===== config.mk =====
export PLATFORM = sky130hd
export DESIGN_NAME = fp_alu
export DESIGN_NICKNAME = d
export VERILOG_FILES = /design/src/design/fp_alu_pkg.sv /design/src/design/fp_add_sub.sv /design/src/design/fp_alu.sv /design/src/design/fp_multiplier.sv /design/src/design/fp_to_int.sv /design/src/design/int_to_fp.sv
export SDC_FILE = /design/constraint.sdc
export NUM_CORES = 2
export LEC_CHECK = 0
export ABC_AREA = 1
export ABC_CLOCK_PERIOD_IN_PS = 21500
export BUFFER_PORTS_ARGS = -buffer_cell sky130_fd_sc_hd__buf_4
export CORE_ASPECT_RATIO = 0.75
export CORE_UTILIZATION = 45
export CTS_BUF_LIST = sky130_fd_sc_hd__clkbuf_16
export DETAILED_ROUTE_END_ITERATION = 10
export SLEW_MARGIN = 10
export SYNTH_ARGS = -nofsm -noshare
export SYNTH_HDL_FRONTEND = slang
export SYNTH_SLANG_ARGS = --single-unit

===== constraint.sdc =====
create_clock -name clock -period 21.5 [get_ports clock]
set_input_delay 2.15 -clock clock [delete_from_list [all_inputs] [get_ports clock]]
set_output_delay 2.15 -clock clock [all_outputs]
set_load 0.01 [all_outputs]

===== src/design/fp_alu_pkg.sv =====
// Shared definitions for the floating-point ALU
// Holds the tag width, the pipeline latencies and the stream types
// that carry operands, operations and results between the blocks

`default_nettype none

package fp_alu_pkg;

    // Destination register address that travels with every item
    localparam int tag_width = 5;

    // Cycles from the firing edge to the result valid, per pipeline
    localparam int add_latency = 3;
    localparam int mul_latency = 2;
    localparam int fti_latency = 1;
    localparam int itf_latency = 2;

    // IEEE single-precision field layout
    typedef struct packed {
        logic       sign;
        logic [7:0] exponent;
        logic [22:0] mantissa;
    } fp_fields_t;

    // An operand word is read as a float by some pipelines
    // and as a two's complement integer by int_to_fp
    typedef union packed {
        fp_fields_t         as_fp;
        logic signed [31:0] as_int;
    } operand_word_t;

    typedef struct packed {
        logic                 valid;
        operand_word_t        data;
        logic [tag_width-1:0] tag;
    } operand_stream_t;

    // Subtract set means a minus b, clear means a plus b
    typedef struct packed {
        logic valid;
        logic subtract;
    } op_stream_t;

    // Data is a float for add, mul and itf, and an integer for fti
    typedef struct packed {
        logic                 valid;
        logic [31:0]          data;
        logic [tag_width-1:0] tag;
    } result_stream_t;

endpackage

`default_nettype wire


===== src/design/fp_add_sub.sv =====
// Floating-point adder and subtractor, three pipeline stages
// Stage 1 aligns, stage 2 adds the significands, stage 3 normalizes
// Rounding is toward zero and denormal inputs count as zero

`timescale 1ns/1ns
`default_nettype none

module fp_add_sub (
    input  logic                         clock,
    input  logic                         rst_n,
    input  fp_alu_pkg::operand_stream_t  a,
    input  fp_alu_pkg::operand_stream_t  b,
    input  fp_alu_pkg::op_stream_t       operation,
    output fp_alu_pkg::result_stream_t   result
);
    import fp_alu_pkg::*;

    // Position of the first set bit, counted from the top of the raw sum
    function automatic logic [4:0] lead_zeros(input logic [27:0] value);
        logic [4:0] count;
        logic       found;
        count = 5'd0;
        found = 1'b0;
        for (int i = 27; i >= 0; i--) begin
            if (!found) begin
                if (value[i]) found = 1'b1;
                else count = count + 5'd1;
            end
        end
        return count;
    endfunction

    logic fire;

    // Unpacked operands after the denormal flush
    fp_fields_t a_f, b_f;
    logic       a_sign, b_sign;
    logic [7:0] a_exp, b_exp;
    logic [23:0] a_sig, b_sig;
    logic       a_larger;
    logic       big_sign;
    logic [7:0] big_exp, exp_diff;
    logic [26:0] big_ext, small_ext, lost_mask, small_aligned;
    logic       sticky;

    // Stage 1 registers
    logic        s1_sign, s1_eff_sub;
    logic [7:0]  s1_exp;
    logic [26:0] s1_big, s1_small;

    // Stage 2 registers, bit 27 of the sum is the carry out
    logic        s2_sign;
    logic [7:0]  s2_exp;
    logic [27:0] s2_sum;

    // Stage 3 normalization
    logic [4:0]  norm_shift;
    logic [27:0] norm_sum;
    logic [9:0]  norm_exp;
    fp_fields_t  norm_result;
    logic [31:0] s3_data;

    // Valid and tag ride in a delay line as long as the data path
    logic [add_latency-1:0] valid_q;
    logic [tag_width-1:0]   tag_q [add_latency];

    assign fire = a.valid & b.valid & operation.valid;

    always_comb begin
        a_f = a.data.as_fp;
        b_f = b.data.as_fp;
        a_exp = a_f.exponent;
        b_exp = b_f.exponent;
        // A zero exponent field means zero or denormal, both read as zero
        a_sig = (a_f.exponent == 8'd0) ? 24'd0 : {1'b1, a_f.mantissa};
        b_sig = (b_f.exponent == 8'd0) ? 24'd0 : {1'b1, b_f.mantissa};
        a_sign = a_f.sign;
        // Subtraction is addition with b negated
        b_sign = b_f.sign ^ operation.subtract;
        a_larger = {a_exp, a_sig} >= {b_exp, b_sig};
        big_sign = a_larger ? a_sign : b_sign;
        big_exp = a_larger ? a_exp : b_exp;
        exp_diff = a_larger ? (a_exp - b_exp) : (b_exp - a_exp);
        // Three spare low bits hold guard, round and sticky
        big_ext = a_larger ? {a_sig, 3'b000} : {b_sig, 3'b000};
        small_ext = a_larger ? {b_sig, 3'b000} : {a_sig, 3'b000};
        // Any set bit pushed out on the right folds into the sticky bit
        lost_mask = ~({27{1'b1}} << exp_diff);
        sticky = |(small_ext & lost_mask);
        small_aligned = (small_ext >> exp_diff) | {26'd0, sticky};
    end

    always_ff @(posedge clock) begin
        s1_sign <= big_sign;
        s1_eff_sub <= a_sign ^ b_sign;
        s1_exp <= big_exp;
        s1_big <= big_ext;
        s1_small <= small_aligned;
    end

    // The larger magnitude comes first, so a subtraction never goes negative
    always_ff @(posedge clock) begin
        s2_sign <= s1_sign;
        s2_exp <= s1_exp;
        if (s1_eff_sub) s2_sum <= {1'b0, s1_big} - {1'b0, s1_small};
        else s2_sum <= {1'b0, s1_big} + {1'b0, s1_small};
    end

    always_comb begin
        norm_shift = lead_zeros(s2_sum);
        norm_sum = s2_sum << norm_shift;
        // The hidden bit sits at bit 26 before a carry, hence the plus one
        norm_exp = {2'b00, s2_exp} + 10'd1 - {5'd0, norm_shift};
        norm_result.sign = s2_sign;
        norm_result.exponent = norm_exp[7:0];
        // Truncating the bits below the mantissa rounds toward zero
        norm_result.mantissa = norm_sum[26:4];
    end

    // Exact cancellation always gives +0
    always_ff @(posedge clock) begin
        s3_data <= (s2_sum == 28'd0) ? 32'd0 : norm_result;
    end

    always_ff @(posedge clock or negedge rst_n) begin
        if (!rst_n) begin
            valid_q <= '0;
        end else begin
            valid_q[0] <= fire;
            for (int i = 1; i < add_latency; i++) valid_q[i] <= valid_q[i-1];
        end
    end

    always_ff @(posedge clock) begin
        tag_q[0] <= a.tag;
        for (int i = 1; i < add_latency; i++) tag_q[i] <= tag_q[i-1];
    end

    assign result = '{valid: valid_q[add_latency-1],
                      data: s3_data,
                      tag: tag_q[add_latency-1]};

endmodule

`default_nettype wire


===== src/design/fp_alu.sv =====
// Floating-point ALU for the execution stage of a small core
// Both operand streams fan out to four fixed-latency pipelines
// and each pipeline returns its result on a stream of its own

`timescale 1ns/1ns
`default_nettype none

module fp_alu (
    input  logic                         clock,
    input  logic                         rst_n,
    input  fp_alu_pkg::operand_stream_t  operand_a,
    input  fp_alu_pkg::operand_stream_t  operand_b,
    input  fp_alu_pkg::op_stream_t       operation,
    output fp_alu_pkg::result_stream_t   add_result,
    output fp_alu_pkg::result_stream_t   mul_result,
    output fp_alu_pkg::result_stream_t   fti_result,
    output fp_alu_pkg::result_stream_t   itf_result
);

    // Needs both operands and an operation, and tags with operand a
    fp_add_sub add_sub_i (
        .clock     (clock),
        .rst_n     (rst_n),
        .a         (operand_a),
        .b         (operand_b),
        .operation (operation),
        .result    (add_result)
    );

    // Needs both operands and no operation
    fp_multiplier multiplier_i (
        .clock  (clock),
        .rst_n  (rst_n),
        .a      (operand_a),
        .b      (operand_b),
        .result (mul_result)
    );

    // Operand b alone, read as a float
    fp_to_int fp_to_int_i (
        .clock  (clock),
        .rst_n  (rst_n),
        .b      (operand_b),
        .result (fti_result)
    );

    // Operand a alone, read as an integer
    int_to_fp int_to_fp_i (
        .clock  (clock),
        .rst_n  (rst_n),
        .a      (operand_a),
        .result (itf_result)
    );

endmodule

`default_nettype wire


===== src/design/fp_multiplier.sv =====
// Floating-point multiplier, two pipeline stages
// Stage 1 forms sign, exponent and the full significand product
// Stage 2 normalizes by at most one place and truncates toward zero

`timescale 1ns/1ns
`default_nettype none

module fp_multiplier (
    input  logic                         clock,
    input  logic                         rst_n,
    input  fp_alu_pkg::operand_stream_t  a,
    input  fp_alu_pkg::operand_stream_t  b,
    output fp_alu_pkg::result_stream_t   result
);
    import fp_alu_pkg::*;

    logic fire;

    fp_fields_t  a_f, b_f;
    logic        prod_zero;
    logic        prod_sign;
    logic [9:0]  exp_sum;
    logic [47:0] product;

    // Stage 1 registers
    logic        s1_zero, s1_sign;
    logic [9:0]  s1_exp;
    logic [47:0] s1_prod;

    // Stage 2 normalization and output register
    fp_fields_t  norm_result;
    logic [9:0]  norm_exp;
    logic [31:0] s2_data;

    logic [mul_latency-1:0] valid_q;
    logic [tag_width-1:0]   tag_q [mul_latency];

    assign fire = a.valid & b.valid;

    always_comb begin
        a_f = a.data.as_fp;
        b_f = b.data.as_fp;
        // Zero and denormal operands both force the product to +0
        prod_zero = (a_f.exponent == 8'd0) || (b_f.exponent == 8'd0);
        prod_sign = a_f.sign ^ b_f.sign;
        // Both exponents carry the bias, so one bias comes off
        exp_sum = {2'b00, a_f.exponent} + {2'b00, b_f.exponent} - 10'd127;
        product = {1'b1, a_f.mantissa} * {1'b1, b_f.mantissa};
    end

    always_ff @(posedge clock) begin
        s1_zero <= prod_zero;
        s1_sign <= prod_sign;
        s1_exp <= exp_sum;
        s1_prod <= product;
    end

    // Two significands in [1,2) multiply to [1,4), so bit 47 picks the shift
    always_comb begin
        norm_exp = s1_prod[47] ? (s1_exp + 10'd1) : s1_exp;
        norm_result.sign = s1_sign;
        norm_result.exponent = norm_exp[7:0];
        norm_result.mantissa = s1_prod[47] ? s1_prod[46:24] : s1_prod[45:23];
    end

    always_ff @(posedge clock) begin
        s2_data <= s1_zero ? 32'd0 : norm_result;
    end

    always_ff @(posedge clock or negedge rst_n) begin
        if (!rst_n) begin
            valid_q <= '0;
        end else begin
            valid_q[0] <= fire;
            for (int i = 1; i < mul_latency; i++) valid_q[i] <= valid_q[i-1];
        end
    end

    always_ff @(posedge clock) begin
        tag_q[0] <= a.tag;
        for (int i = 1; i < mul_latency; i++) tag_q[i] <= tag_q[i-1];
    end

    assign result = '{valid: valid_q[mul_latency-1],
                      data: s2_data,
                      tag: tag_q[mul_latency-1]};

endmodule

`default_nettype wire


===== src/design/fp_to_int.sv =====
// Float to signed 32-bit integer converter, one pipeline stage
// Truncates toward zero and saturates at the signed limits

`timescale 1ns/1ns
`default_nettype none

module fp_to_int (
    input  logic                         clock,
    input  logic                         rst_n,
    input  fp_alu_pkg::operand_stream_t  b,
    output fp_alu_pkg::result_stream_t   result
);
    import fp_alu_pkg::*;

    fp_fields_t         b_f;
    logic signed [9:0]  unbiased;
    logic [54:0]        shifted;
    logic [30:0]        magnitude;
    logic [31:0]        int_value;
    logic [31:0]        s1_data;

    logic [fti_latency-1:0] valid_q;
    logic [tag_width-1:0]   tag_q [fti_latency];

    always_comb begin
        b_f = b.data.as_fp;
        unbiased = $signed({2'b00, b_f.exponent}) - 10'sd127;
        // The binary point of the shifted significand sits above bit 23
        shifted = {31'd0, 1'b1, b_f.mantissa} << unbiased[4:0];
        magnitude = shifted[53:23];
        // Denormals land here too, since their exponent is -127
        if (unbiased < 10'sd0) begin
            int_value = 32'd0;
        // From 2^31 up the value saturates, and -2^31 is also the negative limit
        end else if (unbiased >= 10'sd31) begin
            int_value = b_f.sign ? 32'h8000_0000 : 32'h7fff_ffff;
        end else begin
            int_value = b_f.sign ? -{1'b0, magnitude} : {1'b0, magnitude};
        end
    end

    always_ff @(posedge clock) begin
        s1_data <= int_value;
    end

    always_ff @(posedge clock or negedge rst_n) begin
        if (!rst_n) begin
            valid_q <= '0;
        end else begin
            valid_q[0] <= b.valid;
            for (int i = 1; i < fti_latency; i++) valid_q[i] <= valid_q[i-1];
        end
    end

    // The integer result belongs to operand b's destination
    always_ff @(posedge clock) begin
        tag_q[0] <= b.tag;
        for (int i = 1; i < fti_latency; i++) tag_q[i] <= tag_q[i-1];
    end

    assign result = '{valid: valid_q[fti_latency-1],
                      data: s1_data,
                      tag: tag_q[fti_latency-1]};

endmodule

`default_nettype wire


===== src/design/int_to_fp.sv =====
// Signed 32-bit integer to float converter, two pipeline stages
// Stage 1 takes the magnitude and its leading-zero count
// Stage 2 shifts, truncates to 24 significant bits and sets the exponent

`timescale 1ns/1ns
`default_nettype none

module int_to_fp (
    input  logic                         clock,
    input  logic                         rst_n,
    input  fp_alu_pkg::operand_stream_t  a,
    output fp_alu_pkg::result_stream_t   result
);
    import fp_alu_pkg::*;

    // Leading zeros of a 32-bit word, 32 for a zero word
    function automatic logic [5:0] lead_zeros(input logic [31:0] value);
        logic [5:0] count;
        logic       found;
        count = 6'd0;
        found = 1'b0;
        for (int i = 31; i >= 0; i--) begin
            if (!found) begin
                if (value[i]) found = 1'b1;
                else count = count + 6'd1;
            end
        end
        return count;
    endfunction

    logic [31:0] abs_value;

    logic        s1_sign;
    logic [31:0] s1_abs;
    logic [5:0]  s1_lz;

    logic [31:0] norm_abs;
    fp_fields_t  norm_result;
    logic [31:0] s2_data;

    logic [itf_latency-1:0] valid_q;
    logic [tag_width-1:0]   tag_q [itf_latency];

    // Negating -2^31 wraps to itself, which is the right unsigned magnitude
    assign abs_value = a.data.as_int[31] ? -a.data.as_int : a.data.as_int;

    always_ff @(posedge clock) begin
        s1_sign <= a.data.as_int[31];
        s1_abs <= abs_value;
        s1_lz <= lead_zeros(abs_value);
    end

    always_comb begin
        // The top set bit moves to bit 31 and becomes the hidden bit
        norm_abs = s1_abs << s1_lz;
        norm_result.sign = s1_sign;
        // A top bit at position 31 means 2^31, biased to 158
        norm_result.exponent = 8'd158 - {2'b00, s1_lz};
        norm_result.mantissa = norm_abs[30:8];
    end

    always_ff @(posedge clock) begin
        s2_data <= (s1_abs == 32'd0) ? 32'd0 : norm_result;
    end

    always_ff @(posedge clock or negedge rst_n) begin
        if (!rst_n) begin
            valid_q <= '0;
        end else begin
            valid_q[0] <= a.valid;
            for (int i = 1; i < itf_latency; i++) valid_q[i] <= valid_q[i-1];
        end
    end

    always_ff @(posedge clock) begin
        tag_q[0] <= a.tag;
        for (int i = 1; i < itf_latency; i++) tag_q[i] <= tag_q[i-1];
    end

    assign result = '{valid: valid_q[itf_latency-1],
                      data: s2_data,
                      tag: tag_q[itf_latency-1]};

endmodule

`default_nettype wire


Word-level counts from Yosys, hierarchy flattened
Memory sizes are Yosys's and may differ from the RTL's.
Cells that the tools add are included.
{ "totals": {"reg_bits": 334, "latchBits": 0, "mem_bits_rw": 40, "mem_bits_ro": 0, "inputBits": 80, "output_inout_bits": 152, "elab_cells": 367, "mem_count": 4} }
{ "op_classes": {"n_addsub": 71, "multipliers": 1, "n_div": 0, "order_cmp": 3, "eq_ne": 0, "n_shift": 5, "muxes": 246, "n_bitwise": 8, "n_reduce_logical": 6} }
{ "mem_list": {"columns": ["memory", "depth", "width", "rd", "rd_clocked_by_memory_dff", "write_ports", "line", "source"], "rows": [
  ["add_sub_i.tag_q", 3, 5, 3, 0, 3, "fp_add_sub.sv:65", "logic [tag_width-1:0] tag_q [add_latency];"],
  ["int_to_fp_i.tag_q", 2, 5, 2, 0, 2, "int_to_fp.sv:42", "logic [tag_width-1:0] tag_q [itf_latency];"],
  ["multiplier_i.tag_q", 2, 5, 2, 0, 2, "fp_multiplier.sv:36", "logic [tag_width-1:0] tag_q [mul_latency];"],
  ["fp_to_int_i.tag_q", 1, 5, 1, 0, 1, "fp_to_int.sv:23", "logic [tag_width-1:0] tag_q [fti_latency];"]
]} }
{ "ops": {"columns": ["operator", "n"], "rows": [
  ["$mux 6", 62],
  ["$mux 5", 54],
  ["$add 6x1->6 const B", 30],
  ["$add 5x1->5 const B", 26],
  ["$mux 32", 4],
  ["$mux 1", 117],
  ["$mux 27", 2],
  ["$shl 24x5->54", 1],
  ["$mul 24x24->48", 1],
  ["$mux 24", 2],
  ["$ge 32x32->1", 1],
  ["$logic_not 32->1", 1],
  ["$neg 31->32", 1],
  ["$neg 32->32", 1],
  ["$shl 32x6->31", 1],
  ["$add 27x27->28", 1],
  ["$logic_not 28->1", 1],
  ["$mux 28", 1],
  ["$shl 28x5->27", 1],
  ["$sub 27x27->28", 1],
  ["$and 27x27->27", 1],
  ["$not 27->27", 1],
  ["$or 27x1->27", 1],
  ["$reduce_or 27->1", 1],
  ["other kinds (18)", 27]
]} }

Depth between registers and ports, before layout
{ "logic_depth": {"word_depth": 96, "depth_mapped": 104} }

By module
From an unflattened synthesis, not the netlist that was laid out.
{ "hier_totals": {"hier_cells": 6970, "hier_area_um2": 46783.6} }
{ "by_module_without_submodules": {"columns": ["mod", "instances", "cells_each", "area_per_inst_um2", "seq_area_each_um2"], "rows": [
  ["fp_multiplier", 1, 2817, 21874.7, 1591.5],
  ["fp_add_sub", 1, 2127, 13057.5, 2977.9],
  ["int_to_fp", 1, 1342, 7973.9, 1671.6],
  ["fp_to_int", 1, 684, 3877.5, 765.7]
]} }

Worst setup path after synthesis
No wires, ideal clock.
{ "synth_path": {"path_kind": "in2reg", "startpoint": "in operand_a[8] (netlist name)", "endpoint": "reg int_to_fp_i.s1_lz[4]", "t_arrival_ns": 14.770, "required_ns": 21.391, "setup_slack_ns": 6.622, "path_stages": 98, "path_cell_list": "buf_4 nor2_2 nand2_2 nor2_4 nand3b_4 nand2_2 nand3_1 nand3_4 inv_1 ha_1 o21ai_0 inv_1 ha_1 nand2_1 a21oi_1 nor2_1 or2_2 nand2_1 [62 not listed] nand2_1 ha_1 nand2_1 nand2_1 ha_1 or2_1 nand2_1 inv_1 ha_1 nand2_1 nand2_1 ha_1 nand2_1 nor2_1 nand2_1 nand3_1 nand2_1 inv_1"} }
{ "synth_via": {"elab_chain_cells": 96, "word_cells_on_any_way": 155} }
{ "synth_lines": {"columns": ["element", "line", "source"], "rows": [
  ["from (decl)", "fp_alu.sv:11", "input fp_alu_pkg::operand_stream_t operand_a,"],
  ["$neg 32->32", "int_to_fp.sv:45", "assign abs_value = a.data.as_int[31] ? -a.data.as_int : a.data.as_int;"],
  ["$mux 32 (*)", "int_to_fp.sv:45", null],
  ["$mux 1", "int_to_fp.sv:24", "if (value[i]) found = 1'b1;"],
  ["$add 1x1->2", "int_to_fp.sv:25", "else count = count + 6'd1;"],
  ["$mux 6", "int_to_fp.sv:24", null],
  ["$mux 6", "int_to_fp.sv:23", "if (!found) begin"],
  ["$add 6x1->6", "int_to_fp.sv:25", null],
  ["$mux 6", "int_to_fp.sv:24", null],
  ["[80 not listed]", null, null],
  ["$mux 6", "int_to_fp.sv:24", null],
  ["$mux 6", "int_to_fp.sv:23", null],
  ["$add 6x1->6", "int_to_fp.sv:25", null],
  ["$mux 6", "int_to_fp.sv:24", null],
  ["$mux 6", "int_to_fp.sv:23", null],
  ["$add 6x1->6", "int_to_fp.sv:25", null],
  ["$mux 6", "int_to_fp.sv:24", null],
  ["$mux 6 (*)", "int_to_fp.sv:23", null],
  ["to (signal assigned)", "int_to_fp.sv:50", "s1_lz <= lead_zeros(abs_value);"],
  ["to (decl)", "int_to_fp.sv:35", "logic [5:0] s1_lz;"]
]} }
Every way passes the cells marked *; elsewhere a longest branch is shown, timed or not.
A chain may end at the register's enable or synchronous reset.

Worst setup path after layout
{ "layout_path": {"startpoint": "reg add_sub_i.s2_sum[26]", "endpoint": "reg add_sub_i.s3_data[30]"} }
{ "layout_via": {"elab_chain_cells": 81, "word_cells_on_any_way": 109} }
{ "layout_lines": {"columns": ["element", "line", "source"], "rows": [
  ["from (decl)", "fp_add_sub.sv:54", "logic [27:0] s2_sum;"],
  ["from (signal assigned)", "fp_add_sub.sv:105", "if (s1_eff_sub) s2_sum <= {1'b0, s1_big} - {1'b0, s1_small};"],
  ["from (signal assigned)", "fp_add_sub.sv:106", "else s2_sum <= {1'b0, s1_big} + {1'b0, s1_small};"],
  ["$mux 5", "fp_add_sub.sv:26", "if (value[i]) found = 1'b1;"],
  ["$mux 5", "fp_add_sub.sv:25", "if (!found) begin"],
  ["$add 5x1->5", "fp_add_sub.sv:27", "else count = count + 5'd1;"],
  ["$mux 5", "fp_add_sub.sv:26", null],
  ["$mux 5", "fp_add_sub.sv:25", null],
  ["$add 5x1->5", "fp_add_sub.sv:27", null],
  ["$mux 5", "fp_add_sub.sv:26", null],
  ["$mux 5", "fp_add_sub.sv:25", null],
  ["[65 not listed]", null, null],
  ["$mux 5", "fp_add_sub.sv:25", null],
  ["$add 5x1->5", "fp_add_sub.sv:27", null],
  ["$mux 5", "fp_add_sub.sv:26", null],
  ["$mux 5", "fp_add_sub.sv:25", null],
  ["$add 5x1->5", "fp_add_sub.sv:27", null],
  ["$mux 5", "fp_add_sub.sv:26", null],
  ["$mux 5", "fp_add_sub.sv:25", null],
  ["$sub 8x5->8", "fp_add_sub.sv:113", "norm_exp = {2'b00, s2_exp} + 10'd1 - {5'd0, norm_shift};"],
  ["to (signal assigned)", "fp_add_sub.sv:122", "s3_data <= (s2_sum == 28'd0) ? 32'd0 : norm_result;"],
  ["to (decl)", "fp_add_sub.sv:61", "logic [31:0] s3_data;"]
]} }
Several ways; a longest one is shown, not always the timed one.

==> flow_metrics.tcl <==
set metrics [dict create \
    outcome "finished, final reports clean" \
    firstDrtPassIters 5 \
    critPathLaunchType "register" \
    cts_resized 0 \
    drt_iter0_drc 3480 \
    synth_compound_area_share_pct 9.40 \
    die_x_um 363 \
    cts.path.max_buffers 3 \
    routed-via-count 39300 \
    synth_most_common_cell "nand2_1" \
    crit_top_cell "ha_1" \
    synthFlopType "dfxtp_1" \
    synth-seq-area-share_pct 15.0 \
    drc_errors 0 \
    synth_xor_area_share_pct 3.65 \
    worstPathRequired_ns 21.97 \
    crit_path_max_incr_delay_ns 0.54 \
    gp_congestion 0.951 \
    ant_nets 0 \
    io_pins 232 \
    power_density_nw_per_um2 163 \
    synth-adder-area-share_pct 31.1 \
    cp_max_fo 31 \
    coreArea_um2 97100 \
    wire_per_inst_um 17.6 \
    hold_violations 0 \
    portBuffers 231 \
    max_freq_ghz 0.0601 \
    drive_gt1_share_pct 7.79 \
    synth_edf_count 0 \
    cts_root_buf "clkbuf_16" \
    final_nets 7193 \
    setup_viol 0 \
    synth_area_leader_cell "fa_1" \
    post-route-min-period_ns 16.65 \
    start_util_pct 45.4 \
    grt_use_total_pct 27.4 \
    rsz0062_at_grt "false" \
    fin_area_um2 47500 \
    topRoutingLayerUsed "met5" \
    synth_async_sr_flop_share_pct 2.44 \
    ys_top_cells_by_area "fa_1 (22%), dfxtp_1 (15%), nand2_1 (14%), inv_1 (11%), ha_1 (9.1%)" \
    die_y_um 273 \
    clk_pin_slew_worst_paths_ns 0.06 \
    synthDistinctLibCells 69 \
    nFillCells 9901 \
    cp_top_family "adder cells" \
    htree_levels 2 \
    syn_nets 7174 \
    fin_crit_sh_pct 77.4 \
    synth_cells 6290 \
    area_growth_syn_to_layout_pct 7.70 \
    arrival_ns 17.11 \
    cts.sinks 328 \
    synth_area_um2 44100 \
    synth-simple-area-share_pct 25.6 \
    antenna_cells 0 \
    ir_drop_mv 0.318 \
    grt_overflow 0 \
    crit_buf_inv 16 \
    grt_pass1_vias 37700 \
    wl_met2_mm 53.7 \
    synth_top_area_share_pct 22.0 \
    critPathSlowestCell "ha_1" \
    end_kind "register" \
    yosysWarnings 0 \
    tightest_slew_ns 1.06 \
    place_area_um2 46100 \
    max_slew_margin_pct 28.7 \
    fin_worst_skew_ns 0.0157 \
    yosys-top-cells-count "nand2_1 (1,618), inv_1 (1,239), fa_1 (485)" \
    tns_ns 0 \
    drt-met1-wl_mm 66.1 \
    multi_input_area_um2 31100 \
    grt_pass1_wl_mm 215 \
    cts_hold_buffers 0 \
    final_max_slew_viol_count 0 \
    cts_made_buffers 39 \
    crit_type "register to register" \
    met3_length_mm 12.6 \
    p_leak_nw 25.9 \
    fp-row-count 99 \
    antenna_found_initial 5 \
    cts_setup_buffers 0 \
    dp_hpwl_mm 107 \
    hold_class "register to register" \
    synth_top_family_by_area "adder cells" \
    clk_latency_ns 0.58 \
    whs_ns 0.326 \
    routed_wirelength_mm 135 \
    die-area_um2 99200 \
    grt_max_degree 64 \
    ys_ff_latch 328 \
    avgViaCountPerCell 5.14 \
    cts_tree "done" \
    regArea_um2 6610 \
    synthMuxAreaShare_pct 0.704 \
    drv_cap 0 \
    syn_area_per_cell_um2 7.01 \
]
## worst paths after layout
check / from / end / slack [ns] / depth (start not counted)
max in group asynchronous: rst_n / add_sub_i.valid_q[1]$_DFF_PN0_ / 20.00 / 1
worst max-delay path: add_sub_i.s2_sum[26]$_DFF_P_ / add_sub_i.s3_data[30]$_SDFF_PP0_ / 4.85 / 94
worst max register to register: add_sub_i.s2_sum[26]$_DFF_P_ / add_sub_i.s3_data[30]$_SDFF_PP0_ / 4.85 / 94
worst min-delay path: int_to_fp_i.tag_q[0][3]$_DFF_P_ / int_to_fp_i.tag_q[0][8]$_DFF_P_ / 0.33 / 0
min in group asynchronous: rst_n / fp_to_int_i.valid_q$_DFF_PN0_ / 1.38 / 1
worst min register to register: int_to_fp_i.tag_q[0][3]$_DFF_P_ / int_to_fp_i.tag_q[0][8]$_DFF_P_ / 0.33 / 0
## sequential cells by signal, summed over array words and instances (netlist names), 2 cells and up
name and cells:
add_sub_i.s3_data 32, fp_to_int_i.s1_data 32, int_to_fp_i.s1_abs 32, int_to_fp_i.s2_data 32, multiplier_i.s2_data 32, add_sub_i.s2_sum 28, add_sub_i.s1_small 27, multiplier_i.s1_prod 25
add_sub_i.s1_big 24, int_to_fp_i.tag_q 9, add_sub_i.s1_exp 8, add_sub_i.s2_exp 8, multiplier_i.s1_exp 8, add_sub_i.tag_q 6, int_to_fp_i.s1_lz 6, fp_to_int_i.tag_q 5
add_sub_i.valid_q 3, int_to_fp_i.valid_q 2, multiplier_i.valid_q 2
## placed cells by master, fill, tap and decap left out, drive strengths merged, types with 4 or more instances in the layout
cell type	count
a211oi	11
a21o	4
a21oi	183
a31oi	26
and2	5
buf	251
bufinv	6
clkbuf	41
clkinv	19
clkinvlp	7
dfrtp	8
dfxtp	320
fa	485
ha	319
inv	1292
mux2i	31
nand2	1641
nand3	280
nand3b	18
nand4	64
nor2	519
nor3	44
nor3b	5
nor4	18
o2111ai	4
o211ai	17
o21a	5
o21ai	409
o21bai	6
o221ai	10
o22ai	41
o31ai	9
o32ai	4
or2	29
xnor2	48
xor2	133
## layer usage
| layer | GRT usage (%) | up-vias |
|---|---|---|
| met5 | 0 | - |
| met4 | 4.64 | 6 |
| met3 | 5.99 | 142 |
| met2 | 39.2 | 1451 |
| met1 | 42.1 | 18400 |
| li1 | - | 19300 |
## through the flow
stage / instances / util [%] / setup WS [ns] / total power [mW]
6_report: 7652 / 48.9 / 4.85 / 7.74
5_1_grt: 7652 / 48.9 / 3.50 / 8.69
4_1_cts: 7652 / 48.9 / 4.90 / 7.76
3_5_place_dp: 7581 / 47.5 / 4.98 / 6.97
3_3_place_gp: 7581 / 47.5 / 5.23 / 6.92
2_1_floorplan: 6290 / - / 6.62 / 5.32
## area by class of cell
type,instances,share of cell area [%]
tap,1313,3.46
clock inverter,30,0.746
inverter,1294,10.3
timing repair buffer,251,3.97
clock buffer,41,2.16
sequential,328,13.9
multi-input combinational,4395,65.4
## power breakdown
group          switching [mW]  total, mW  internal (mW)
Combinational            3.65       6.06           2.41
Clock                   0.286      0.709          0.424
Sequential             0.0997      0.968          0.868
Total                    4.03       7.74           3.70
## logic make-up (layout without fill, tap and decap cells)
kind of cell               after synthesis  count (layout)
AOI/OAI and AO/OA                      753             753
DFF                                    328             328
buffers and inverters                 1567            1616
adders and majority gates              804             804
and+or+nand+nor                       2625            2625
xor gates and xnor gates               182             182
muxes                                   31              31
No activity file was read; power rests on OpenSTA's default activity.
